File: src/common/fetch_params.svh
`ifndef FETCH_PARAMS_SVH
`define FETCH_PARAMS_SVH

////////////////////////////////////////
// Fetch front end sizing
////////////////////////////////////////

// PC and address width
`define FETCH_ADDR_W 16

// PC bits used to index the history table
// 8 bits gives 256 one-bit entries
`define PRED_IDX_W 8

// ROM index width, PC wraps over the ROM
`define ROM_ADDR_W 8

`endif

File: src/common/fetch_pkg.sv
`include "fetch_params.svh"

package fetch_pkg;

    // Address as seen by fetch and commit
    typedef logic [`FETCH_ADDR_W-1:0] addr_t;

    // Raw 16-bit instruction word
    typedef logic [15:0] instr_t;

    ////////////////////////////////////////
    // Opcode field, bits 15 to 11
    ////////////////////////////////////////

    // Control-flow opcodes only
    // Anything else decodes as an ordinary instruction
    typedef enum logic [4:0] {
        // Unconditional jump, 11-bit offset
        OP_J    = 5'b00010,
        // Taken when zero flag set
        OP_BEQZ = 5'b00100,
        // Taken when zero flag clear
        OP_BNEZ = 5'b00101,
        // Jump to register target
        OP_JR   = 5'b01000
    } opcode_e;

endpackage

File: src/hdl/instr_rom.sv
`timescale 1ns/1ps
`include "fetch_params.svh"

module instr_rom (
    input  logic                   CLK,
    // Fetch read port
    input  logic [`ROM_ADDR_W-1:0] addr_i,
    // Load port, driven while RST is low
    input  logic                   load_we_i,
    input  logic [`ROM_ADDR_W-1:0] load_addr_i,
    input  fetch_pkg::instr_t      load_data_i,
    output fetch_pkg::instr_t      data_o
);

    // Word count
    localparam int DEPTH = 1 << `ROM_ADDR_W;

    ////////////////////////////////////////
    // Storage
    ////////////////////////////////////////

    // Contents come only from the load port
    fetch_pkg::instr_t mem [DEPTH];

    // Synchronous write
    always_ff @(posedge CLK) begin
        if (load_we_i) begin
            mem[load_addr_i] <= load_data_i;
        end
    end

    // Asynchronous read
    // Word is available in the same cycle as the PC
    assign data_o = mem[addr_i];

endmodule

File: config.mk
export PLATFORM = sky130hd
export DESIGN_NAME = instr_rom
export DESIGN_NICKNAME = d
export VERILOG_FILES = /design/src/common/fetch_pkg.sv /design/src/hdl/instr_rom.sv
export VERILOG_INCLUDE_DIRS = /design/src /design/src/common
export SDC_FILE = /design/constraint.sdc
export NUM_CORES = 2
export LEC_CHECK = 0
export ABC_AREA = 1
export BUFFER_PORTS_ARGS = -buffer_cell sky130_fd_sc_hd__buf_2
export CELL_PAD_IN_SITES_DETAIL_PLACEMENT = 1
export CELL_PAD_IN_SITES_GLOBAL_PLACEMENT = 2
export CORE_MARGIN = 1.5
export CORE_UTILIZATION = 45
export DETAILED_ROUTE_END_ITERATION = 12
export HOLD_SLACK_MARGIN = 0.12
export PLACE_DENSITY_LB_ADDON = 0.08
export REMOVE_ABC_BUFFERS = 1
export SLEW_MARGIN = 15
export SYNTH_ARGS = -nofsm -noshare
export SYNTH_HDL_FRONTEND = slang
export SYNTH_SLANG_ARGS = --single-unit
export TNS_END_PERCENT = 50
File: constraint.sdc
create_clock -name CLK -period 3.3 [get_ports CLK]
set_clock_uncertainty 0.05 [all_clocks]
set_input_delay 0.66 -clock CLK [delete_from_list [all_inputs] [get_ports CLK]]
set_output_delay 0.66 -clock CLK [all_outputs]
set_load 0.005 [all_outputs]
==> metrics.txt <==
Vias/cell 5.89; Async SR Flop Fraction 0; gpl congestion approximately 0.86; gr ovfl total 0; Seq pwr share 0.497; Slew headroom 0.256; Slew Limit Fails 0; Final min period 4.14 ns; Sw Share 0.237; Synth Area in Simple Gates 0.224; Yosys cell types 14; CP dominant cell by count nand3_1; synth top area cells edfxtp_1 74%, nand3_1 12%, nand2_1 9.6%, buf_2 1.5%, buf_4 0.74%; Crit path largest cell delay 0.26 ns; CP max stage cell nand3_1; worst-path cell chain buf_8, inv_12, buf_12, buf_16, nand3_1, nand3_1, nand3_1, nand3_2, nand3_2, nand2_1, nand2_1, nand2_4, buf_12, buf_2; initial antenna violation count 29; Post-synth top cells 4211 x nand2_1, 4096 x edfxtp_1, 4035 x nand3_1; Tot Pwr 115000 uW; leakage power ~0.07 uW; DRT Pass-1 Iters 6; most numerous cell in the Yosys netlist nand2_1; GRT Total Usage 0.311; Die H slightly above 600 um; Hold Path Sink mem[164][9]$_DFFE_PP_; layout cells sized above 1 0.158; Clk pin slew, worst setup/hold paths approximately 0.06 ns; wire per inst slightly above 30 um; Post-Syn Area about 170000 um2; Top reg by flops mem; XOR/XNOR share of the synthesized area 0; initial core utilization 0.452; mux cell area share after synthesis 0; initial DRC count approximately 12000; Hold Fails Final Rpt 0; Worst-Margin Slew 1.12 ns; Final Setup Violations 16; Yosys top cell area share 0.744; Tcrit/Tclk final 1.25; crit path max fanout 36; switching power 27300 uW; TritonCTS clock tree yes; hold path depth 1; CP bufs+invs 6; worst setup margin -0.838 ns; number of synthesized flops with an enable pin a little over 4000; IO Pins 50; HP Start load_data_i[9]; Critical Path Sink Type output pin; Area Overhead vs Synth 20.0%; worst hold path class in2reg; VDD IR max around 460 uV; clock network fraction of total power 0.422; DRC violations left 0; first-pass GRT wire length approximately 840000 um; registers with the most flip-flops mem (4096); register bit total from synthesis between 4000 and 5000; Die Wd 609 um; Bufs on Longest Clock Path 4; Syn Inst Count roughly 14000; depth of the CTS H-tree 5; Synth Area in Compound Gates 0; # Max-Cap Violations 0; Main synth FF type edfxtp_1; CP delay by family, top simple AND/OR/NAND/NOR gates; FMAX ~240 MHz; max FFs per register a little over 4000; failing checks setup timing; total vias in the final route between 100k and 150k; run status finished, violations left; critical path class in2out; Comb power frac 0.080; CP startpoint kind input pin; Layout Nets 14505; core area approximately 370000 um2; Ys Warns 0; Fillers roughly 37000; final wirelength 598000 um; DRT antenna net count 0; Synth area leader edfxtp_1; cell internal pwr 88000 uW; sequential area share after synthesis 0.744; largest family of logic cells by synthesized area simple AND/OR/NAND/NOR gates; Worst Path Arrival between 3 and 4 ns; Avg Synthesized Cell Area 12.2 um2; WP data required 2.59 ns; RSZ-0062 raised after global routing yes; DP Worst Slack -1.37 ns; post-synthesis adder-cell area fraction 0; vias in the first global route about 120k; Die ar. roughly 370000 um2; number of buffers added on ports just under 50; Post-DP HPWL between 300000 and 400000 um; Root Buffer clkbuf_16; largest net degree at the start of global routing 97; num rows 222; clock sink count 4096; PD cells between 500 and 600 nW/um2; TritonCTS Buffers 439
[layout by cell type, fill, tap and decap left out, drive strengths merged]
cell type / count
buf: 1302
bufbuf: 15
bufinv: 38
clkbuf: 588
clkinv: 197
clkinvlp: 16
diode: 12
dlygate4sd3: 11
edfxtp: 4096
inv: 46
nand2: 4211
nand3: 4035
nor2: 283
[cell families after synthesis]
family | count (synthesis)
simple gates | 8529
flops | 4096
buf+inv | 976
[what timing repair did]
item / 4_1_cts / 5_1_grt
gates cloned: 23 / 37
gates resized for setup: 222 / 317
pin swaps: 3 / 40
endpoints found under the hold margin: 277 / 0
hold buffers: 11 / 0
endpoints found under the setup margin: 16 / 16
buffers inserted: 25 / 43
[stage by stage]
stage          cell area, um2  instances  TNS [ns]  utilization  hold WS, ns
2_1_floorplan          160000      12664   -133.77            -        0.709
3_3_place_gp           179000      18710    -17.98        0.490         1.02
3_5_place_dp           179000      18710    -18.12        0.490         1.03
4_1_cts                195000      19576    -11.36        0.534        0.125
5_1_grt                198000      19659    -10.25        0.542        0.153
6_report               198000      19666    -10.04        0.542        0.154
[layout make-up]
cell class              instances  area, um2  share of cell area
clock inverters               255       2350              0.0118
repair buffers               1363      16100              0.0811
flip-flops and latches       4096     123000               0.620
well taps                    4816       6030              0.0304
multi-input cells            8529      39100               0.197
inverters                      39        224             0.00113
repair inverters                3       62.6            0.000315
diodes                         12       30.0            0.000151
clock buffers                 553      11600              0.0585
[power by group through the flow]
stage	clock (uW)	sequential, uW	combinational, uW
3_5_place_dp	0	58500	8270
6_report	48700	57400	9260
2_1_floorplan	0	58500	3380
4_1_cts	49200	57400	8720
3_3_place_gp	0	58500	8110
5_1_grt	50800	57300	9710
[how the worst max path moves through the flow]
stage | start | end | slack, ns | cells after the start
after floorplan | addr_i[0] | data_o[4] | -8.37 | 11
after global routing | addr_i[0] | data_o[10] | -0.73 | 17
after CTS | addr_i[0] | data_o[0] | -0.78 | 17
final | addr_i[2] | data_o[10] | -0.84 | 14
after global placement | addr_i[0] | data_o[14] | -1.33 | 16
after detailed placement | addr_i[0] | data_o[14] | -1.37 | 16
[metal layers]
metal | track usage | part of all wire
met3 | 0.0355 | 0.069
met1 | 0.432 | 0.42
met5 | 0 | 0.000094
met4 | 0.118 | 0.042
met2 | 0.507 | 0.47
Note: power is estimated with default switching activity, not from simulation.
