==> src/common/fetch_params.svh <==
`ifndef FETCH_PARAMS_SVH
`define FETCH_PARAMS_SVH

////////////////////////////////////////
// Fetch front end sizing
////////////////////////////////////////

// PC and address width
`define FETCH_ADDR_W 16

// PC bits used to index the history table
// 8 bits gives 256 one-bit entries
`define PRED_IDX_W 8

// ROM index width, PC wraps over the ROM
`define ROM_ADDR_W 8

`endif

==> src/common/fetch_pkg.sv <==
`include "fetch_params.svh"

package fetch_pkg;

    // Address as seen by fetch and commit
    typedef logic [`FETCH_ADDR_W-1:0] addr_t;

    // Raw 16-bit instruction word
    typedef logic [15:0] instr_t;

    ////////////////////////////////////////
    // Opcode field, bits 15 to 11
    ////////////////////////////////////////

    // Control-flow opcodes only
    // Anything else decodes as an ordinary instruction
    typedef enum logic [4:0] {
        // Unconditional jump, 11-bit offset
        OP_J    = 5'b00010,
        // Taken when zero flag set
        OP_BEQZ = 5'b00100,
        // Taken when zero flag clear
        OP_BNEZ = 5'b00101,
        // Jump to register target
        OP_JR   = 5'b01000
    } opcode_e;

endpackage

==> src/hdl/branch_resolver.sv <==
`timescale 1ns/1ps

module branch_resolver (
    input  logic              CLK,
    input  logic              RST,
    input  logic              stall_i,
    // Fetch stage word
    input  logic              fetch_valid_i,
    input  fetch_pkg::addr_t  fetch_pc_i,
    input  fetch_pkg::instr_t fetch_instr_i,
    // Prediction made for the word in decode
    input  logic              predict_i,
    // External flag and register target
    input  logic              zero_i,
    input  fetch_pkg::addr_t  jr_target_i,
    // Strobes back to fetch
    output logic              mispredict_o,
    output logic              is_branch_o,
    output logic              jr_o,
    output fetch_pkg::addr_t  jr_target_o,
    // Commit side
    output logic              redirect_o,
    output logic              commit_valid_o,
    output fetch_pkg::addr_t  commit_pc_o,
    output fetch_pkg::instr_t commit_instr_o
);

    // Decode register
    logic              dec_valid_q;
    fetch_pkg::addr_t  dec_pc_q;
    fetch_pkg::instr_t dec_instr_q;

    // Decoded fields
    fetch_pkg::opcode_e dec_op;
    logic               live;
    logic               taken;
    logic               is_cond;

    ////////////////////////////////////////
    // Decode register
    ////////////////////////////////////////

    // Control bit
    // Redirect this cycle kills the word behind it
    always_ff @(posedge CLK or negedge RST) begin
        if (!RST) begin
            dec_valid_q <= 1'b0;
        end else begin
            if (!stall_i) begin
                dec_valid_q <= fetch_valid_i && !redirect_o;
            end
        end
    end

    // Payload, no reset
    always_ff @(posedge CLK) begin
        if (!stall_i) begin
            dec_pc_q    <= fetch_pc_i;
            dec_instr_q <= fetch_instr_i;
        end
    end

    ////////////////////////////////////////
    // Outcome
    ////////////////////////////////////////

    assign dec_op = fetch_pkg::opcode_e'(dec_instr_q[15:11]);

    // Word counts only when not frozen
    assign live = dec_valid_q && !stall_i;

    // Real direction of the decoded word
    always_comb begin
        taken   = 1'b0;
        is_cond = 1'b0;
        case (dec_op)
            fetch_pkg::OP_J: begin
                taken   = 1'b1;
                is_cond = 1'b1;
            end
            fetch_pkg::OP_BEQZ: begin
                taken   = zero_i;
                is_cond = 1'b1;
            end
            fetch_pkg::OP_BNEZ: begin
                taken   = !zero_i;
                is_cond = 1'b1;
            end
            default: begin
                // JR and plain words fall through here
                taken   = 1'b0;
                is_cond = 1'b0;
            end
        endcase
    end

    // Strobes
    assign jr_o         = live && (dec_op == fetch_pkg::OP_JR);
    assign is_branch_o  = live && is_cond;
    assign mispredict_o = live && (dec_op != fetch_pkg::OP_JR) && (taken != predict_i);
    assign redirect_o   = mispredict_o || jr_o;
    assign jr_target_o  = jr_target_i;

    // Commit the decoded word
    assign commit_valid_o = live;
    assign commit_pc_o    = dec_pc_q;
    assign commit_instr_o = dec_instr_q;

endmodule

==> config.mk <==
export PLATFORM = sky130hd
export DESIGN_NAME = branch_resolver
export DESIGN_NICKNAME = d
export VERILOG_FILES = /design/src/common/fetch_pkg.sv /design/src/hdl/branch_resolver.sv
export VERILOG_INCLUDE_DIRS = /design/src /design/src/common
export SDC_FILE = /design/constraint.sdc
export NUM_CORES = 1
export LEC_CHECK = 0
export ABC_AREA = 0
export BUFFER_PORTS_ARGS = -buffer_cell sky130_fd_sc_hd__buf_2
export CAP_MARGIN = 30
export CORE_ASPECT_RATIO = 0.9
export CORE_MARGIN = 8
export CORE_UTILIZATION = 37
export DETAILED_ROUTE_END_ITERATION = 10
export GPL_TIMING_DRIVEN = 0
export PLACE_DENSITY_LB_ADDON = 0.1
export SLEW_MARGIN = 10
export SYNTH_ARGS = -nofsm -noshare
export SYNTH_HDL_FRONTEND = slang
export SYNTH_SLANG_ARGS = --single-unit
==> constraint.sdc <==
create_clock -name CLK -period 1.75 [get_ports CLK]
set_input_delay 0.175 -clock CLK [delete_from_list [all_inputs] [get_ports CLK]]
set_output_delay 0.175 -clock CLK [all_outputs]
set_load 0.005 [all_outputs]
==> impl.org, run 1 <==
** Run
- Max-cap viol count :: 0

** Global routing
- Number of global-route vias before repair :: around 1100
- Antenna violations before repair :: 0
- First-pass GRT wire length :: 4980 microns
- Global Route Usage Sum :: 0.118
- Entering global routing, the biggest net connects 18 pins.
- Overall overflow remaining after global route :: 0

** Cells and area
- The repair_antennas step left the layout with diodes totalling 0.
- For this run, the post-layout net count is around 230.
- For this run, the share of the core covered by cells in the final layout is 0.594.
- Relative to the synthesized area, the layout overhead comes to 56.1%.
- The finished cells cover 1960 sq um.
- In the final layout, the share of cells above drive strength 1 is 0.700.
- Number of fillers in the final layout :: 300

** Route
- Post-detailed-route count of antenna-violating nets :: 0
- Detailed-routing iteration count for the pre-antenna-repair pass :: 2
- Post-route DRC violation count :: 0
- Avg WL per Cell :: between 10 and 15 microns
- Via density per instance :: 4.25
- The first routing iteration left 15 violations.
- Overall routed net length :: approximately 3300 microns
- Vias :: ~950

** Floorplan
- The core region is ~3300 sq um.
- Die H :: 71.3 microns
- The die covers about 5500 sq um.
- The initialized floorplan defines 20 standard-cell rows.
- Number of I/O pins :: 107
- In this run the horizontal extent of the chip is around 77 microns.
- The initial utilization of the core area, before any placement, comes to 0.380.

** Clock network
- Later-pin clock latency in the skew report :: 0.28 ns
- TritonCTS built the clock tree.
- In this run, CTS created clock tree buffers numbering 5.
- Total number of H-tree levels :: 2
- TritonCTS sink count :: 33
- Clock slew seen by the registers of the worst setup and hold paths :: around 0.070 ns
- Clock buffer depth :: 2
- Cell at the root of the clock tree :: clkbuf_8

** Min path
- Counting instances, the worst hold path has a depth of 1.
- Min-Delay Path Class :: in -> reg
- The startpoint identified for the worst hold timing path is fetch_pc_i[1].
- End point of the worst hold path :: commit_pc_o[1]

** Yosys
- The most used flip-flop cell after synthesis is edfxtp_1.
- During synthesis, Yosys emitted a total of 0 warnings.
- After synthesis the cells add up to 1260 sq um.
- Number of storage elements in the synthesis netlist :: 33
- In this run, distinct cell masters in the synthesized netlist total 17.
- Cell count after synthesis :: 72
- Count leader, synth :: edfxtp_1
- Post-synth ARST share :: 0.0303
- The number of nets in the synthesized netlist is 126.
- Largest area contributor in the netlist :: edfxtp_1
- Leading cell types by count after synthesis :: edfxtp_1 (32), buf_4 (16), a21oi_1 (3), inv_1 (3), nand2_1 (3)
- Count of flip-flops with a built-in enable after synthesis :: 32
- Of the post-synthesis cell area, the dominant cell type holds 0.765.
- Of the synthesized area, sequential elements account for 0.785.
- In the post-synthesis netlist, the biggest area contributors are edfxtp_1 (76%), buf_4 (9.6%), dfrtp_1 (2.0%).
- Post-Syn Area per Cell :: 17.4 sq um

** Pwr
- Peak supply drop :: approximately 640 uV
- Leak pwr :: between 0.9 and 1 nW
- Power density of the placed cells :: slightly below 900 nW/um^2

** Placement
- Routability congestion estimate :: 0.682
- Detailed placement finished with a half-perimeter wire length of approximately 2600 microns.
- Standard cell area after detailed placement :: ~1800 sq um
- Port buffering added 90 buffers.

** Timing
- After layout, the minimum clock period comes to roughly 1.9 ns.
- Setup total negative slack on the finished layout was measured at -0.432 ns.
- The number of pins exceeding their max-slew limit in the final report is 0.
- Maximum achievable frequency :: 0.516 GHz
- For the pin with the worst max-slew slack, the measured transition is 0.724 ns.
- Unrepaired setup endpoints after global routing :: true
- PnR worst setup slack :: -0.186 ns
- Dividing the final minimum period by the clock period gives 1.11.
- Number of hold violations in the final report :: 0
- The worst pin sits at a relative slew slack of 0.517.
- Between clock sinks in the finished design, the worst skew comes to about 0.0044 ns.
- Setup violations, final :: 3

** Setup path
- Max Fanout on Critical Path :: 4
- Data arrives at the worst endpoint at ~1.8 ns.
- At the worst endpoint, the required time is 1.57 ns.
- Across all register-to-register paths, the minimum setup slack is ~0.05 ns.
- Startpoint type of the worst setup path :: register
- The cell family contributing the most delay on the critical path is flip-flops.
- The endpoint identified for the worst register-to-register timing path is dec_valid_q.
- Worst-case reg-to-reg path depth :: 7
- The slowest stage of the critical path is the edfxtp_1 cell.
- Chain of cells forming the critical path :: buf_6 > or3b_4 > o22ai_2 > xnor2_1 > a21oi_1 > buf_2
- Crit end category :: primary output
- The worst setup path is of the reg -> out kind.
- Counting both buffers and inverters, the worst setup path holds a total of 2.
- On the worst path, the slowest cell contributes a delay of 0.39 ns.
- The startpoint identified for the worst register-to-register timing path is commit_instr_o[12].

** Run status
- Failing checks :: negative setup slack
- The run finished, with violations left.
## registers in the layout (all words and copies together), names as in the netlist
signal and cells:
commit_pc_o 16, commit_instr_o 16, dec_valid_q 1
## routing by layer
metal,track usage,share of wire,wire length [microns]
met1,0.0856,0.29,983
met2,0.194,0.50,1680
met3,0.125,0.19,641
met5,0,0,0
met4,0.0502,0.0075,25
## logic make-up after synthesis
kind of cell | synth area share
XOR/XNOR | 0.0139
multiplexers | 0.0159
buffers and inverters | 0.105
flip-flops | 0.785
AND/OR/NAND/NOR | 0.0468
AO/OA/AOI/OAI | 0.0339
## metrics by stage
stage	power [W]	instances	hold WS (ns)	worst slack, ns
final	0.00175	224	0.0647	-0.186
after floorplan	0.00105	72	-0.121	0.211
after global routing	0.00184	224	0.0359	-0.315
after detailed placement	0.00120	207	-0.0462	0.0813
after CTS	0.00176	221	0.0503	-0.170
after global placement	0.00118	206	-0.0494	-0.254
## power breakdown
part	total [W]	internal (W)	switching (W)
Combinational	0.000244	0.000144	0.0000996
Clock	0.000543	0.000281	0.000262
Sequential	0.000960	0.000938	0.0000221
Total	0.00175	0.00136	0.000384
## worst max path at each step
| stage | startpoint | endpoint | cells after the start |
|---|---|---|---|
| 2_1_floorplan | commit_instr_o[12] | redirect_o | 4 |
| 3_3_place_gp | stall_i | mispredict_o | 7 |
| 3_5_place_dp | commit_instr_o[12] | redirect_o | 5 |
| 4_1_cts | commit_instr_o[15] | redirect_o | 5 |
| 5_1_grt | commit_instr_o[12] | redirect_o | 5 |
| 6_report | commit_instr_o[12] | redirect_o | 6 |
## layout by cell type, fill, tap and decap left out, types with 2 or more instances in the layout
cell type / Yosys / final
buf_2: 0 / 90
edfxtp_1: 32 / 32
buf_4: 16 / 23
clkbuf_8: 0 / 5
inv_1: 3 / 3
nand2_1: 3 / 3
a21oi_1: 3 / 3
nor2_1: 2 / 2
xnor2_1: 2 / 2
mux2i_1: 2 / 2
clkbuf_1: 0 / 2
## repair_timing
| item | 4_1_cts | 5_1_grt |
|---|---|---|
| cloned | 0 | 0 |
| endpoints found under the setup margin | 3 | 4 |
| resized for setup | 1 | 3 |
| hold buffers | 1 | 0 |
| pin swaps | 4 | 2 |
| setup buffers | 5 | 3 |
| endpoints found under the hold margin | 1 | 0 |
## area by class of cell
class                      instances  area, sq um  share of cell area
buffer                            16          120              0.0613
multi-input combinational         20          153              0.0779
clock buffer                       7         76.3              0.0389
timing repair buffer             100          552               0.281
inverter                           3         11.3             0.00574
tap                               44         55.1              0.0281
clock inverter                     1         7.51             0.00383
sequential                        33          986               0.503
Power figures use the tool's default switching activity.
==> inputs of run 2 (changes only) <==
SKIP_CTS_REPAIR_TIMING = 1   (was default)
==> run 2 against run 1 <==
Against the previous run:
- critical path type unchanged
- total power shrank 0.13%
- critical endpoint unchanged
- final cell count shrank 1.3%
- clock power is essentially flat
- count of clock-buffer cells in the layout is the same
- the run still ends with negative setup slack left
- highest routed layer unchanged
==> impl.org, run 2 (synthesized netlist as in run 1, its figures left out) <==
** Global routing
- Antenna violations before repair :: 0 (unchanged)
- First-pass GRT wire length :: 4800 microns (was 4980 microns)
- Number of global-route vias before repair :: 1019 (was 1064)
- Largest net degree at the start of global routing :: 18 (unchanged)
- Global Route Usage Sum :: 0.114 (was 0.118)
- The leftover overflow at the end of global routing was 0 (unchanged).

** Route
- The routed wire length was 3330 microns (about the same).
- The detailed-route wire length per cell came to 15.1 microns (was 14.9 microns).
- Drt first-iter violations :: 13 (was 15)
- The length of the first detailed-routing pass in iterations came to 2 (unchanged).
- The average vias per placed instance is 4.26 (was 4.25).
- The total number of vias is 942 (was 952).
- The remaining design rule violation count was 0 (unchanged).
- The remaining antenna violation count came to 0 (unchanged).

** Placement
- Standard cell area after detailed placement :: 1790 sq um (unchanged)
- Detail Placement HPWL :: 2610 microns (unchanged)
- The count of buffers from port buffering is 90 (unchanged).
- Routability congestion estimate :: 0.682 (unchanged)
- The instance count after placement with tap cells included is 207 (unchanged).
- Minimum setup slack after placement :: 0.0813 ns (unchanged)

** Clock network
- The count of H-tree levels built during CTS came to 2 (unchanged).
- The clock-pin slew of the registers on the worst-case setup and hold paths came to 0.07 ns (about the same).
- Clock buffer depth :: 2 (unchanged)
- The count of clock tree sinks was 33 (unchanged).
- The TritonCTS clock tree is done (unchanged).
- Cell at the root of the clock tree :: clkbuf_8 (unchanged)
- The number of clock buffers inserted by TritonCTS was 5 (unchanged).
- The clock insertion delay at the later pin of the skew report was 0.28 ns (about the same).

** Pwr
- The power density over the cells is 896 nW/um^2 (was 891 nW/um^2).
- The share of power burned in the clock network came to 0.311 (about the same).
- The sequential power share is 0.549 (about the same).
- The net switching component of the power was 0.000385 W (was 0.000384 W).
- Peak supply drop :: 640 uV (was 637 uV)
- Leak pwr :: 0.907 nW (was 0.920 nW)
- The switching portion of total power is 0.221 (was 0.220).
- Part of the power in combinational logic :: 0.139 (was 0.140)
- The cell-internal power was 0.00136 W (about the same).

** Run status
- Failing checks :: negative setup slack (unchanged)
- Run status :: finished with violations (unchanged)

** Timing
- Number of pins with negative max-slew slack in the final report :: 0 (unchanged)
- Setup_tns :: -0.454 ns (was -0.432 ns)
- The relative slew slack was 0.731 (was 0.517).
- Fin crit share :: 1.14 (was 1.11)
- The number of hold violations in the final report was 0 (unchanged).
- The slew at the pin closest to its max-slew limit is 0.403 ns (was 0.724 ns).
- Unrepaired setup endpoints after global routing :: true (unchanged)
- PnR worst setup slack :: -0.244 ns (was -0.186 ns)
- Setup violations, final :: 2 (was 3)
- The clock period minus final worst setup slack was 1.99 ns (was 1.94 ns).
- Final hold slack :: 0.0647 ns (about the same)
- Maximum achievable frequency :: 0.501 GHz (was 0.516 GHz)
- Clock tree skew after final layout :: 0.00420 ns (was 0.00438 ns)

** Cells and area
- Fraction of final layout cells with drive strength greater than 1 :: 0.695 (was 0.700)
- Area growth syn-to-layout :: 55.0% (was 56.1%)
- The final antenna diode count is 0 (unchanged).
- The number of nets at the end of the flow was 230 (was 233).
- The most common cell after layout, fill and taps aside was buf_2 (unchanged).
- The number of cells in the finished layout apart from fillers is 221 (was 224).
- Commonest non-fill, non-tap cells in the layout: buf_2 (90), edfxtp_1 (32), buf_4 (21) (was buf_2 (90), edfxtp_1 (32), buf_4 (23)).
- The total of fill cells in the finished design came to 299 (was 300).
- The post-route cell area came to 1950 sq um (was 1960 sq um).

** Setup path
- The largest fanout of any net on the critical path came to 3 (was 4).
- Crit end category :: primary output (unchanged)
- The worst endpoint data arrival time is 1.82 ns (was 1.76 ns).
- The kind of critical path is reg -> out (unchanged).
- Crit path required time :: 1.57 ns (about the same)
- The nature of the critical path startpoint is a register (unchanged).

** Floorplan
- The width of the die was 77.4 microns (unchanged).
- Die H :: 71.3 microns (unchanged)
- The number of ports placed on the die boundary is 107 (unchanged).
- Placeable core region :: 3300 sq um (unchanged)
- The number of placement rows is 20 (unchanged).
- Total Die Area :: 5520 sq um (unchanged)
- Initial cell density of the core :: 0.380 (unchanged)

** Min path
- Min-Delay Path Class :: in -> reg (unchanged)

** Run
- Max-cap viol count :: 0 (unchanged)
==> run 2: cell types whose count changed in the layout (fill, tap and decap cells not counted), sizes merged <==
cell | previous run | this run
clkinvlp | 1 | 2
buf | 115 | 112
inv | 3 | 2
==> run 2: final timing paths <==
kind	from	to	slack, ns	depth (start not counted)
setup reg to reg	commit_instr_o[15]	dec_valid_q	0.15	4
min in group asynchronous	RST	dec_valid_q	0.20	2
hold reg to reg	dec_valid_q	dec_valid_q	0.59	2
setup / recovery	commit_instr_o[15]	redirect_o	-0.24	5
hold / removal	fetch_pc_i[1]	commit_pc_o[1]	0.06	1
max in group asynchronous	RST	dec_valid_q	1.47	2
==> run 2: critical path, cell delays in order, from the launching register on <==
cell and delay (ns):
edfxtp_1 0.41, or4b_1 0.55, o22ai_2 0.22, xnor2_2 0.15, a21oi_1 0.08, buf_2 0.13
==> run 2: power by group through the flow <==
stage          Clock [W]  Sequential [W]  Combinational (W)
2_1_floorplan          0        0.000985          0.0000698
3_3_place_gp           0        0.000974           0.000210
3_5_place_dp           0        0.000978           0.000222
4_1_cts         0.000564        0.000961           0.000223
5_1_grt         0.000603        0.000964           0.000267
6_report        0.000543        0.000958           0.000243
==> run 2: cell type report <==
cell class	instances	area, sq um	share of cell area
flip-flops and latches	33	986	0.506
clock buffers	7	76.3	0.0392
repair buffers	97	526	0.270
plain buffers	16	120	0.0617
multi-input cells	20	161	0.0829
clock inverters	1	7.51	0.00386
well taps	44	55.1	0.0283
inverters	3	15.0	0.00771
==> run 2: per-stage QoR <==
| stage | utilization | total power (W) |
|---|---|---|
| 6_report | 0.589 | 0.00174 |
| 5_1_grt | 0.589 | 0.00183 |
| 4_1_cts | 0.567 | 0.00175 |
| 3_5_place_dp | 0.542 | 0.00120 |
| 3_3_place_gp | 0.533 | 0.00118 |
| 2_1_floorplan | - | 0.00105 |
==> run 2: routing by layer <==
metal | vias up | wire [microns] | track usage
met4 | 0 | 25 | 0.0502
li1 | 452 | - | -
met5 | - | 0 | 0
met3 | 4 | 641 | 0.125
met2 | 71 | 1700 | 0.181
met1 | 415 | 968 | 0.0840
