## config.mk

```make
export PLATFORM = sky130hd
export DESIGN_NAME = ifetch
export DESIGN_NICKNAME = d
export VERILOG_FILES = /design/src/common/fetch_pkg.sv /design/src/ifetch/branch_predictor.sv /design/src/ifetch/ifetch.sv
export VERILOG_INCLUDE_DIRS = /design/src /design/src/common
export SDC_FILE = /design/constraint.sdc
export NUM_CORES = 1
export LEC_CHECK = 0
export BUFFER_PORTS_ARGS = -buffer_cell sky130_fd_sc_hd__buf_2
export CAP_MARGIN = 5
export CORE_MARGIN = 5
export CORE_UTILIZATION = 65
export CTS_CLUSTER_SIZE = 10
export DETAILED_ROUTE_END_ITERATION = 16
export GPL_ROUTABILITY_DRIVEN = 0
export PLACE_DENSITY_LB_ADDON = 0.08
export SETUP_SLACK_MARGIN = 0.2
export SLEW_MARGIN = 20
export SYNTH_ARGS = -nofsm -noshare
export SYNTH_HDL_FRONTEND = slang
export SYNTH_SLANG_ARGS = --single-unit
```

## constraint.sdc

```tcl
create_clock -name CLK -period 10 [get_ports CLK]
set_input_delay 0.5 -clock CLK [delete_from_list [all_inputs] [get_ports CLK]]
set_output_delay 0.5 -clock CLK [all_outputs]
set_load 0.02 [all_outputs]
```

## src/common/fetch_params.svh

```systemverilog
`ifndef FETCH_PARAMS_SVH
`define FETCH_PARAMS_SVH

////////////////////////////////////////
// Fetch front end sizing
////////////////////////////////////////

// PC and address width
`define FETCH_ADDR_W 16

// PC bits used to index the history table
// 8 bits gives 256 one-bit entries
`define PRED_IDX_W 8

// ROM index width, PC wraps over the ROM
`define ROM_ADDR_W 8

`endif

```

## src/common/fetch_pkg.sv

```systemverilog
`include "fetch_params.svh"

package fetch_pkg;

    // Address as seen by fetch and commit
    typedef logic [`FETCH_ADDR_W-1:0] addr_t;

    // Raw 16-bit instruction word
    typedef logic [15:0] instr_t;

    ////////////////////////////////////////
    // Opcode field, bits 15 to 11
    ////////////////////////////////////////

    // Control-flow opcodes only
    // Anything else decodes as an ordinary instruction
    typedef enum logic [4:0] {
        // Unconditional jump, 11-bit offset
        OP_J    = 5'b00010,
        // Taken when zero flag set
        OP_BEQZ = 5'b00100,
        // Taken when zero flag clear
        OP_BNEZ = 5'b00101,
        // Jump to register target
        OP_JR   = 5'b01000
    } opcode_e;

endpackage

```

## src/ifetch/branch_predictor.sv

```systemverilog
`timescale 1ns/1ps
`include "fetch_params.svh"

module branch_predictor #(
    parameter int IDX_W = `PRED_IDX_W
) (
    input  logic             CLK,
    input  logic             RST,
    // Lookup side, current fetch PC
    input  logic [IDX_W-1:0] lookup_idx_i,
    // Update side, PC of the word in decode
    input  logic             update_i,
    input  logic [IDX_W-1:0] update_idx_i,
    output logic             predict_o
);

    // Number of history entries
    localparam int ENTRIES = 1 << IDX_W;

    ////////////////////////////////////////
    // History table
    ////////////////////////////////////////

    // One bit per entry
    // Set means predict taken
    logic [ENTRIES-1:0] hist_q;

    // Pending flip for the entry of a resolved word
    logic               upd_q;
    logic [IDX_W-1:0]   upd_idx_q;

    // Combinational lookup
    // Same cycle as the ROM read
    assign predict_o = hist_q[lookup_idx_i];

    // Strobe settles late in the cycle
    // Capture it with its index at the rising edge
    always_ff @(posedge CLK or negedge RST) begin
        if (!RST) begin
            upd_q     <= 1'b0;
            upd_idx_q <= '0;
        end else begin
            upd_q     <= update_i;
            upd_idx_q <= update_idx_i;
        end
    end

    // Flip on the falling edge that follows
    // Redirected fetch latches its prediction after this
    always_ff @(negedge CLK or negedge RST) begin
        if (!RST) begin
            // All entries start as not taken
            hist_q <= '0;
        end else begin
            if (upd_q) begin
                // Wrong guess, invert the entry
                hist_q[upd_idx_q] <= ~hist_q[upd_idx_q];
            end
        end
    end

    // Aliasing is expected
    // Distinct PCs with equal low bits share one entry

endmodule

```

## src/ifetch/ifetch.sv

```systemverilog
`timescale 1ns/1ps
`include "fetch_params.svh"

module ifetch (
    input  logic              CLK,
    input  logic              RST,
    // Freeze PC and latches
    input  logic              stall_i,
    // Register jump from resolver
    input  logic              jr_i,
    input  fetch_pkg::addr_t  jr_target_i,
    // Decoded word is a branch
    input  logic              is_branch_i,
    // Decoded word was mispredicted
    input  logic              mispredict_i,
    // Word read from ROM at pc_o
    input  fetch_pkg::instr_t instr_i,
    output fetch_pkg::addr_t  pc_o,
    output logic              predict_o,
    output logic              fetch_valid_o,
    output fetch_pkg::addr_t  epc_o
);

    // Current PC
    fetch_pkg::addr_t pc_q;

    // Values latched for the word now in decode
    fetch_pkg::addr_t pc_lock_q;
    fetch_pkg::addr_t pc_plus1_lock_q;
    fetch_pkg::addr_t pc_target_lock_q;
    logic             pred_lock_q;

    // Held high for one cycle after reset
    logic             hold_q;

    // Fetch-stage arithmetic
    fetch_pkg::addr_t imm_ext;
    fetch_pkg::addr_t pc_plus1;
    fetch_pkg::addr_t pc_target;
    fetch_pkg::addr_t next_pc;
    logic             pred_now;

    ////////////////////////////////////////
    // Predictor
    ////////////////////////////////////////

    // Lookup by current PC
    // Update by latched PC of the decoded word
    branch_predictor #(
        .IDX_W(`PRED_IDX_W)
    ) i_branch_predictor (
        .CLK          (CLK),
        .RST          (RST),
        .lookup_idx_i (pc_q[`PRED_IDX_W-1:0]),
        .update_i     (mispredict_i),
        .update_idx_i (pc_lock_q[`PRED_IDX_W-1:0]),
        .predict_o    (pred_now)
    );

    ////////////////////////////////////////
    // Immediate and targets
    ////////////////////////////////////////

    // J carries an 11-bit offset
    // Everything else uses the low byte
    always_comb begin
        if (instr_i[15:11] == fetch_pkg::OP_J) begin
            imm_ext = {{(`FETCH_ADDR_W-11){instr_i[10]}}, instr_i[10:0]};
        end else begin
            imm_ext = {{(`FETCH_ADDR_W-8){instr_i[7]}}, instr_i[7:0]};
        end
    end

    // Fall-through and taken target
    assign pc_plus1  = pc_q + fetch_pkg::addr_t'(1);
    assign pc_target = pc_plus1 + imm_ext;

    // Next PC priority
    // Register jump, then recovery, then prediction
    always_comb begin
        if (jr_i) begin
            next_pc = jr_target_i;
        end else if (mispredict_i) begin
            // Predicted taken means fall-through was right
            next_pc = pred_lock_q ? pc_plus1_lock_q : pc_target_lock_q;
        end else begin
            next_pc = pred_now ? pc_target : pc_plus1;
        end
    end

    ////////////////////////////////////////
    // PC and recovery latches
    ////////////////////////////////////////

    always_ff @(posedge CLK or negedge RST) begin
        if (!RST) begin
            pc_q             <= '0;
            pc_lock_q        <= '0;
            pc_plus1_lock_q  <= '0;
            pc_target_lock_q <= '0;
            pred_lock_q      <= 1'b0;
            hold_q           <= 1'b1;
        end else begin
            if (!stall_i) begin
                if (hold_q) begin
                    // First cycle out of reset, PC stays at 0
                    hold_q <= 1'b0;
                end else begin
                    // Save state of the word heading into decode
                    pc_lock_q        <= pc_q;
                    pc_plus1_lock_q  <= pc_plus1;
                    pc_target_lock_q <= pc_target;
                    pred_lock_q      <= pred_now;
                    pc_q             <= next_pc;
                end
            end
        end
    end

    // Outputs to ROM and resolver
    assign pc_o          = pc_q;
    assign predict_o     = pred_lock_q;
    assign fetch_valid_o = !hold_q;

    // Exception PC
    // Control-flow word in decode reports its own PC
    assign epc_o = (is_branch_i || jr_i) ? pc_lock_q : pc_q;

endmodule

```

==> results.ini, run 1 <==
[cells_and_area]
area_growth_pct=8.97
num_antenna_cells=0
stdcell_area_um2=20500
nNetsFinal=1801
drive_gt1_share_pct=22.5

[synth]
ys_types=61
syn_avg_cell_area_um2=10.7
synthesis.instances=1768
synth_nets=1826
synthFlopType=dfrtn_1
ys_seq_area_share_pct=44.0
async_reset_ff_share_pct=100
syn_area_um2=18800
ys_ff_latch=331
ys_warn_count=0
synth_edf_count=0

[floorplan]
ios=72
die_h_um=180
design.die.area_um2=32500
core_area_um2=28600
rows=62
chipWidth_um=180
initial_utilization_pct=65.8

[sta]
maxSlewViolCount=0
relSlewSlack_pct=21.9
tightestPinTransition_ns=1.17
fin_setup_tns_ns=0
fin_worst_skew_ns=0.0168
rsz0062_at_grt=no
setup_violations=0
hold_violations=0
setup_ws_ns=0.872

[global_route]
grt_use_met3_pct=7.19
grtUsageMet1_pct=45.5
track_usage_pct=32.3
use_met2_pct=51.3
grt_busiest_layer=met2
antenna_found_initial=0
grt_max_degree=116
grt-ovfl-total=0
grt_pass1_vias=14700
grt_pass1_wl_mm=84.1

[cts]
cts_buffers=40
clockRootBuffer=clkbuf_16
holdBufCountCts=0
ctsLongestPathBuffers=3
htreeDepth=2
path_clk_slew_ns=0.06
clock_latency_ns=0.53
cts_tree=yes
post_cts_buffers=0
numClockSinks=331
ctsResizeCount=0

[min_path]
hp-class=in -> async

[power_and_ir_drop]
netSwitchingFraction_pct=36.5
leakage_nw=8.66
internal_power_mw=3.39
p_clk_share_pct=24.4
p_seq_share_pct=39.8
p_switching_mw=1.95
power_per_cell_area_nw_per_um2=260
ir_drop_uv=166
power_frac_comb_pct=35.8
power_mw=5.34

[job]
maxCapViolCount=0

[worst_setup_path]
critPathMaxStageDelay_ns=1.03
crit_path_cell_trace=buf_4 > mux4_2 > mux4_2 > mux4_2 > a211o_4 > buf_12 > a31oi_1
path_max_fanout=79
cpMostUsedCell=mux4_2
path_class=reg -> reg
worst_setup_path_end_kind=flop
crit_path_start_kind=flop
cp_num_buf_inv=2
crit_arrival_ns=4.65
cp_slowest_cell=dfrtp_4
path_delay_family=multiplexers
worstPathRequired_ns=5.52

[placed_design]
dp_hpwl_mm=32.3
placed_cell_area_um2=19300
io_buffers=71
place_ws_ns=0.852

[routing]
vias=15100
drc=0
post_drt_wl_per_cell_um=24.6
final_antenna_net_count=0
totalWireLength_mm=52.8
via_per_inst=7.06
drt_iter0_drc=1724
dr.pass1.iters=9

[run_status]
status=finished clean

==> cell families after synthesis <==
group	Yosys count	synth area share, %
AOI/OAI and AO/OA	631	19.6
and+or+nand+nor	351	8.28
DFF	331	44.0
muxes	206	20.6
buffers and inverters	205	5.02
xor gates and xnor gates	24	1.12
adders and majority gates	20	1.37
==> path summary, 6_finish.rpt <==
kind	slack, ns	to	start	cells after the start
worst max-delay path	0.87	i_branch_predictor.hist_q[51]$_DFFE_NN0P_	i_branch_predictor.upd_idx_q[0]$_DFF_PN0_	7
worst min-delay path	0.08	pc_o[2]$_DFFE_PN0P_	RST	1
worst max register to register	0.87	i_branch_predictor.hist_q[51]$_DFFE_NN0P_	i_branch_predictor.upd_idx_q[0]$_DFF_PN0_	7
worst min register to register	0.40	i_branch_predictor.upd_idx_q[1]$_DFF_PN0_	pc_lock_q[1]$_DFFE_PN0P_	0
max in group asynchronous	3.78	i_branch_predictor.hist_q[188]$_DFFE_NN0P_	RST	2
min in group CLK	0.21	i_branch_predictor.upd_q$_DFF_PN0_	mispredict_i	1
==> synthesized netlist by cell type (all sizes together), types with 18 or more instances <==
library cell,count,area [µm²]
a21oi,273,1370
a31oi,246,1550
buf,73,450
clkbuf,114,428
dfrtn,256,6410
dfrtp,74,1850
ha,19,238
inv,18,67.6
mux2,44,495
mux2i,21,210
mux4,141,3180
nand2,146,548
nand3,22,110
nor2,94,353
nor2b,20,125
o21ai,33,165
xnor2,19,166
==> area by class of cell <==
type                    count  area, µm²
multi-input cells        1232       9780
flip-flops and latches    331       8300
fillers                  2102       8100
clock buffers              57       1100
repair buffers            120        766
well taps                 384        480
inverters                  18       67.6
clock inverters             3       40.0
==> power groups by stage <==
stage	sequential, mW	clock, mW	combinational (mW)
2_1_floorplan	1.95	0	1.55
3_3_place_gp	2.11	0	1.83
3_5_place_dp	2.13	0	1.87
4_1_cts	2.12	1.32	1.88
5_1_grt	2.18	1.37	2.07
6_report	2.13	1.30	1.91
==> state kept, by name, indices dropped and copies added, names as in the netlist <==
register                      flops
pc_lock_q                        16
predict_o                         1
hold_q                            1
i_branch_predictor.upd_q          1
i_branch_predictor.upd_idx_q      8
i_branch_predictor.hist_q       256
pc_plus1_lock_q                  16
pc_o                             16
pc_target_lock_q                 16
==> worst register-to-register path, cell delays in order, from the launching register on <==
cell and delay, ns:
dfrtp_4 1.03, buf_4 0.41, mux4_2 0.54, mux4_2 0.50, mux4_2 0.50, a211o_4 0.57, buf_12 0.36, a31oi_1 0.21
==> stage by stage <==
stage	cells	utilization, %	hold WS [ns]
after CTS	2144	71.5	0.112
after detailed placement	2084	67.6	0.386
final	2145	71.7	0.0836
after floorplan	1768	-	0.204
after global routing	2145	71.7	0.155
after global placement	2084	67.6	0.379
==> placed cells by master, fill, tap and decap left out, types with 19 or more instances in the layout <==
cell type,Yosys,layout
dfrtn_1,256,256
mux2_2,44,44
mux4_2,141,141
ha_1,19,19
a21oi_1,273,273
nor2_1,94,71
nor2b_1,20,20
nand3_1,22,22
dfrtp_1,74,69
a31oi_1,245,245
xnor2_1,19,19
mux2i_1,21,21
nand2_1,146,146
clkbuf_16,0,41
buf_2,36,70
buf_4,11,46
o21ai_0,33,33
==> routing by layer <==
layer  wire length, µm  part of all wire, %
met1             20800                   39
met4              1680                  3.2
met5                 0                    0
met2             25000                   47
met3              5330                   10
No activity file was read; power rests on OpenSTA's default activity.
==> inputs of run 2 (changes only) <==
--- a/config.mk
+++ b/config.mk
@@ -14,6 +14,7 @@
 export DETAILED_ROUTE_END_ITERATION = 16
 export GPL_ROUTABILITY_DRIVEN = 0
 export PLACE_DENSITY_LB_ADDON = 0.08
+export RECOVER_POWER = 25
 export SETUP_SLACK_MARGIN = 0.2
 export SLEW_MARGIN = 20
 export SYNTH_ARGS = -nofsm -noshare
==> run 2 against run 1 <==
  * The run now ends with capacitance limit, slew limit left
  * Flip-flop and latch count unchanged
  * Sequential share of layout area increased by 0.099 points
  * Critical path depth stayed put
  * Total power about the same
  * First-iteration DRC count is 9.5% lower
  * Die area unchanged
  * Largest power group unchanged
  * Combinational power hardly changed
  * Critical endpoint is now i_branch_predictor.hist_q[170]$_DFFE_NN0P_
==> results.ini, run 2 (synthesis gave the netlist of run 1 again) <==
[run_status]
status=finished with violations  ; was finished clean
violations=capacitance limit, slew limit

[worst_setup_path]
path_class=reg -> reg  ; unchanged
worst_setup_path_end_kind=flop  ; unchanged
worstPathRequired_ns=5.53  ; was 5.52 ns
r2r-end=i_branch_predictor.hist_q[170]$_DFFE_NN0P_  ; was i_branch_predictor.hist_q[51]$_DFFE_NN0P_
path_max_fanout=79  ; unchanged
rr_worst_depth=7  ; unchanged
reg2reg_from=i_branch_predictor.upd_idx_q[0]$_DFF_PN0_  ; unchanged
crit_path_start_kind=flop  ; unchanged
rrSetupSlack_ns=0.87  ; about the same
crit_arrival_ns=4.66  ; was 4.65 ns

[global_route]
grt_busiest_layer=met2  ; unchanged
grt_max_degree=116  ; unchanged
grt-ovfl-total=0  ; unchanged
use_met2_pct=51.3  ; unchanged
grt_pass1_vias=14700  ; unchanged
grt_use_met3_pct=7.19  ; unchanged
track_usage_pct=32.3  ; unchanged
grtUsageMet1_pct=45.5  ; unchanged
antenna_found_initial=0  ; unchanged
grt_pass1_wl_mm=84.1  ; unchanged

[power_and_ir_drop]
leakage_nw=8.56  ; was 8.66 nW
power_per_cell_area_nw_per_um2=261  ; was 260 nW/µm²
ir_drop_uv=166  ; about the same

[routing]
via_per_inst=7.06  ; about the same
dr.pass1.iters=6  ; was 9
drc=0  ; unchanged
final_antenna_net_count=0  ; unchanged
vias=15200  ; was 15100
post_drt_wl_per_cell_um=24.6  ; about the same
totalWireLength_mm=52.8  ; about the same
drt_iter0_drc=1561  ; was 1724

[cells_and_area]
final_cell_mix=273 x a21oi_1, 256 x dfrtn_1, 245 x a31oi_1  ; unchanged
top_register=i_branch_predictor.hist_q  ; unchanged
num_antenna_cells=0  ; unchanged
drive_gt1_share_pct=20.3  ; was 22.5%
nNetsFinal=1801  ; unchanged
area_growth_pct=8.63  ; was 8.97%
largest_reg_flops=256  ; unchanged
stdcell_count=2145  ; unchanged
layout_commonest_cell=a21oi_1  ; unchanged

[job]
maxCapViolCount=5  ; was 0

[cts]
clockRootBuffer=clkbuf_16  ; unchanged
ctsResizeCount=0  ; unchanged
holdBufCountCts=0  ; unchanged
clock_latency_ns=0.53  ; about the same
cts_buffers=40  ; unchanged
post_cts_buffers=0  ; unchanged
ctsLongestPathBuffers=3  ; unchanged
cts_tree=yes  ; unchanged
numClockSinks=331  ; unchanged
path_clk_slew_ns=0.06  ; about the same
htreeDepth=2  ; unchanged

[sta]
fin_worst_skew_ns=0.0183  ; was 0.0168 ns
setup_violations=0  ; unchanged
maxSlewViolCount=241  ; was 0
fin_setup_tns_ns=0  ; unchanged
hold_violations=0  ; unchanged
tightestPinTransition_ns=3.56  ; was 1.17 ns
relSlewSlack_pct=-137  ; was 21.9%
whs_ns=0.0888  ; was 0.0836 ns
rsz0062_at_grt=no  ; unchanged

[floorplan]
die_h_um=180  ; unchanged
rows=62  ; unchanged
design.die.area_um2=32500  ; unchanged
ios=72  ; unchanged
core_area_um2=28600  ; unchanged
initial_utilization_pct=65.8  ; unchanged
chipWidth_um=180  ; unchanged

[placed_design]
placedCellCount=2084  ; unchanged
io_buffers=71  ; unchanged
dp_hpwl_mm=32.3  ; unchanged

[min_path]
hp-class=in -> async  ; unchanged

run 2: cell types whose count changed in the layout (fill, tap and decap cells not counted):
cell      change
buf_2        -28
buf_4         -6
clkbuf_1     +34
dfrtp_1       +2
dfrtp_2       -1
dfrtp_4       -1
dfstp_1       +1
dfstp_2       -1
mux2_1        +2
mux2_2        -2
run 2: worst max-delay path by stage:
stage / start / endpoint / slack [ns] / cells past startpoint
2_1_floorplan: i_branch_predictor.upd_idx_q[1]$_DFF_PN0_ / i_branch_predictor.hist_q[247]$_DFFE_NN0P_ / 1.86 / 10
5_1_grt: i_branch_predictor.upd_idx_q[0]$_DFF_PN0_ / i_branch_predictor.hist_q[51]$_DFFE_NN0P_ / 0.65 / 7
3_5_place_dp: i_branch_predictor.upd_idx_q[0]$_DFF_PN0_ / i_branch_predictor.hist_q[51]$_DFFE_NN0P_ / 0.85 / 7
6_report: i_branch_predictor.upd_idx_q[0]$_DFF_PN0_ / i_branch_predictor.hist_q[170]$_DFFE_NN0P_ / 0.87 / 7
3_3_place_gp: i_branch_predictor.upd_idx_q[0]$_DFF_PN0_ / i_branch_predictor.hist_q[252]$_DFFE_NN0P_ / 0.98 / 6
4_1_cts: i_branch_predictor.upd_idx_q[0]$_DFF_PN0_ / i_branch_predictor.hist_q[51]$_DFFE_NN0P_ / 0.85 / 7
run 2: worst max-delay path, cell delays in order (launching register included):
cell     delay, ns
dfrtp_4       1.03
buf_4         0.39
mux4_2        0.53
mux4_2        0.50
mux4_2        0.50
a211o_4       0.57
buf_12        0.32
a31oi_1       0.20
run 2: stage by stage:
stage	worst slack, ns	util, %	instance area (µm²)	total power, mW
5_1_grt	0.654	71.5	20500	5.63
3_5_place_dp	0.852	67.6	19300	4.01
2_1_floorplan	1.86	-	18800	3.50
3_3_place_gp	0.980	67.6	19300	3.94
6_report	0.871	71.5	20500	5.34
4_1_cts	0.846	71.5	20500	5.31
run 2: final cells by class:
cell class / instances / area [µm²]
Multi-Input combinational cell: 1232 / 9780
Sequential cell: 331 / 8290
Fill cell: 2131 / 8160
Clock buffer: 57 / 1100
Timing Repair Buffer: 120 / 708
Tap cell: 384 / 480
Inverter: 18 / 67.6
Clock inverter: 3 / 40.0
run 2: where the power goes:
group | switching (mW) | leakage [nW] | internal, mW
clock | 0.523 | 0.552 | 0.777
sequential | 0.401 | 4.38 | 1.73
combinational | 1.03 | 3.63 | 0.887
run 2: per-layer routing:
metal | routed length (µm) | vias up
li1 | - | 6717
met1 | 20900 | 7500
met2 | 24700 | 805
met3 | 5440 | 132
met4 | 1730 | 0
met5 | 0 | -
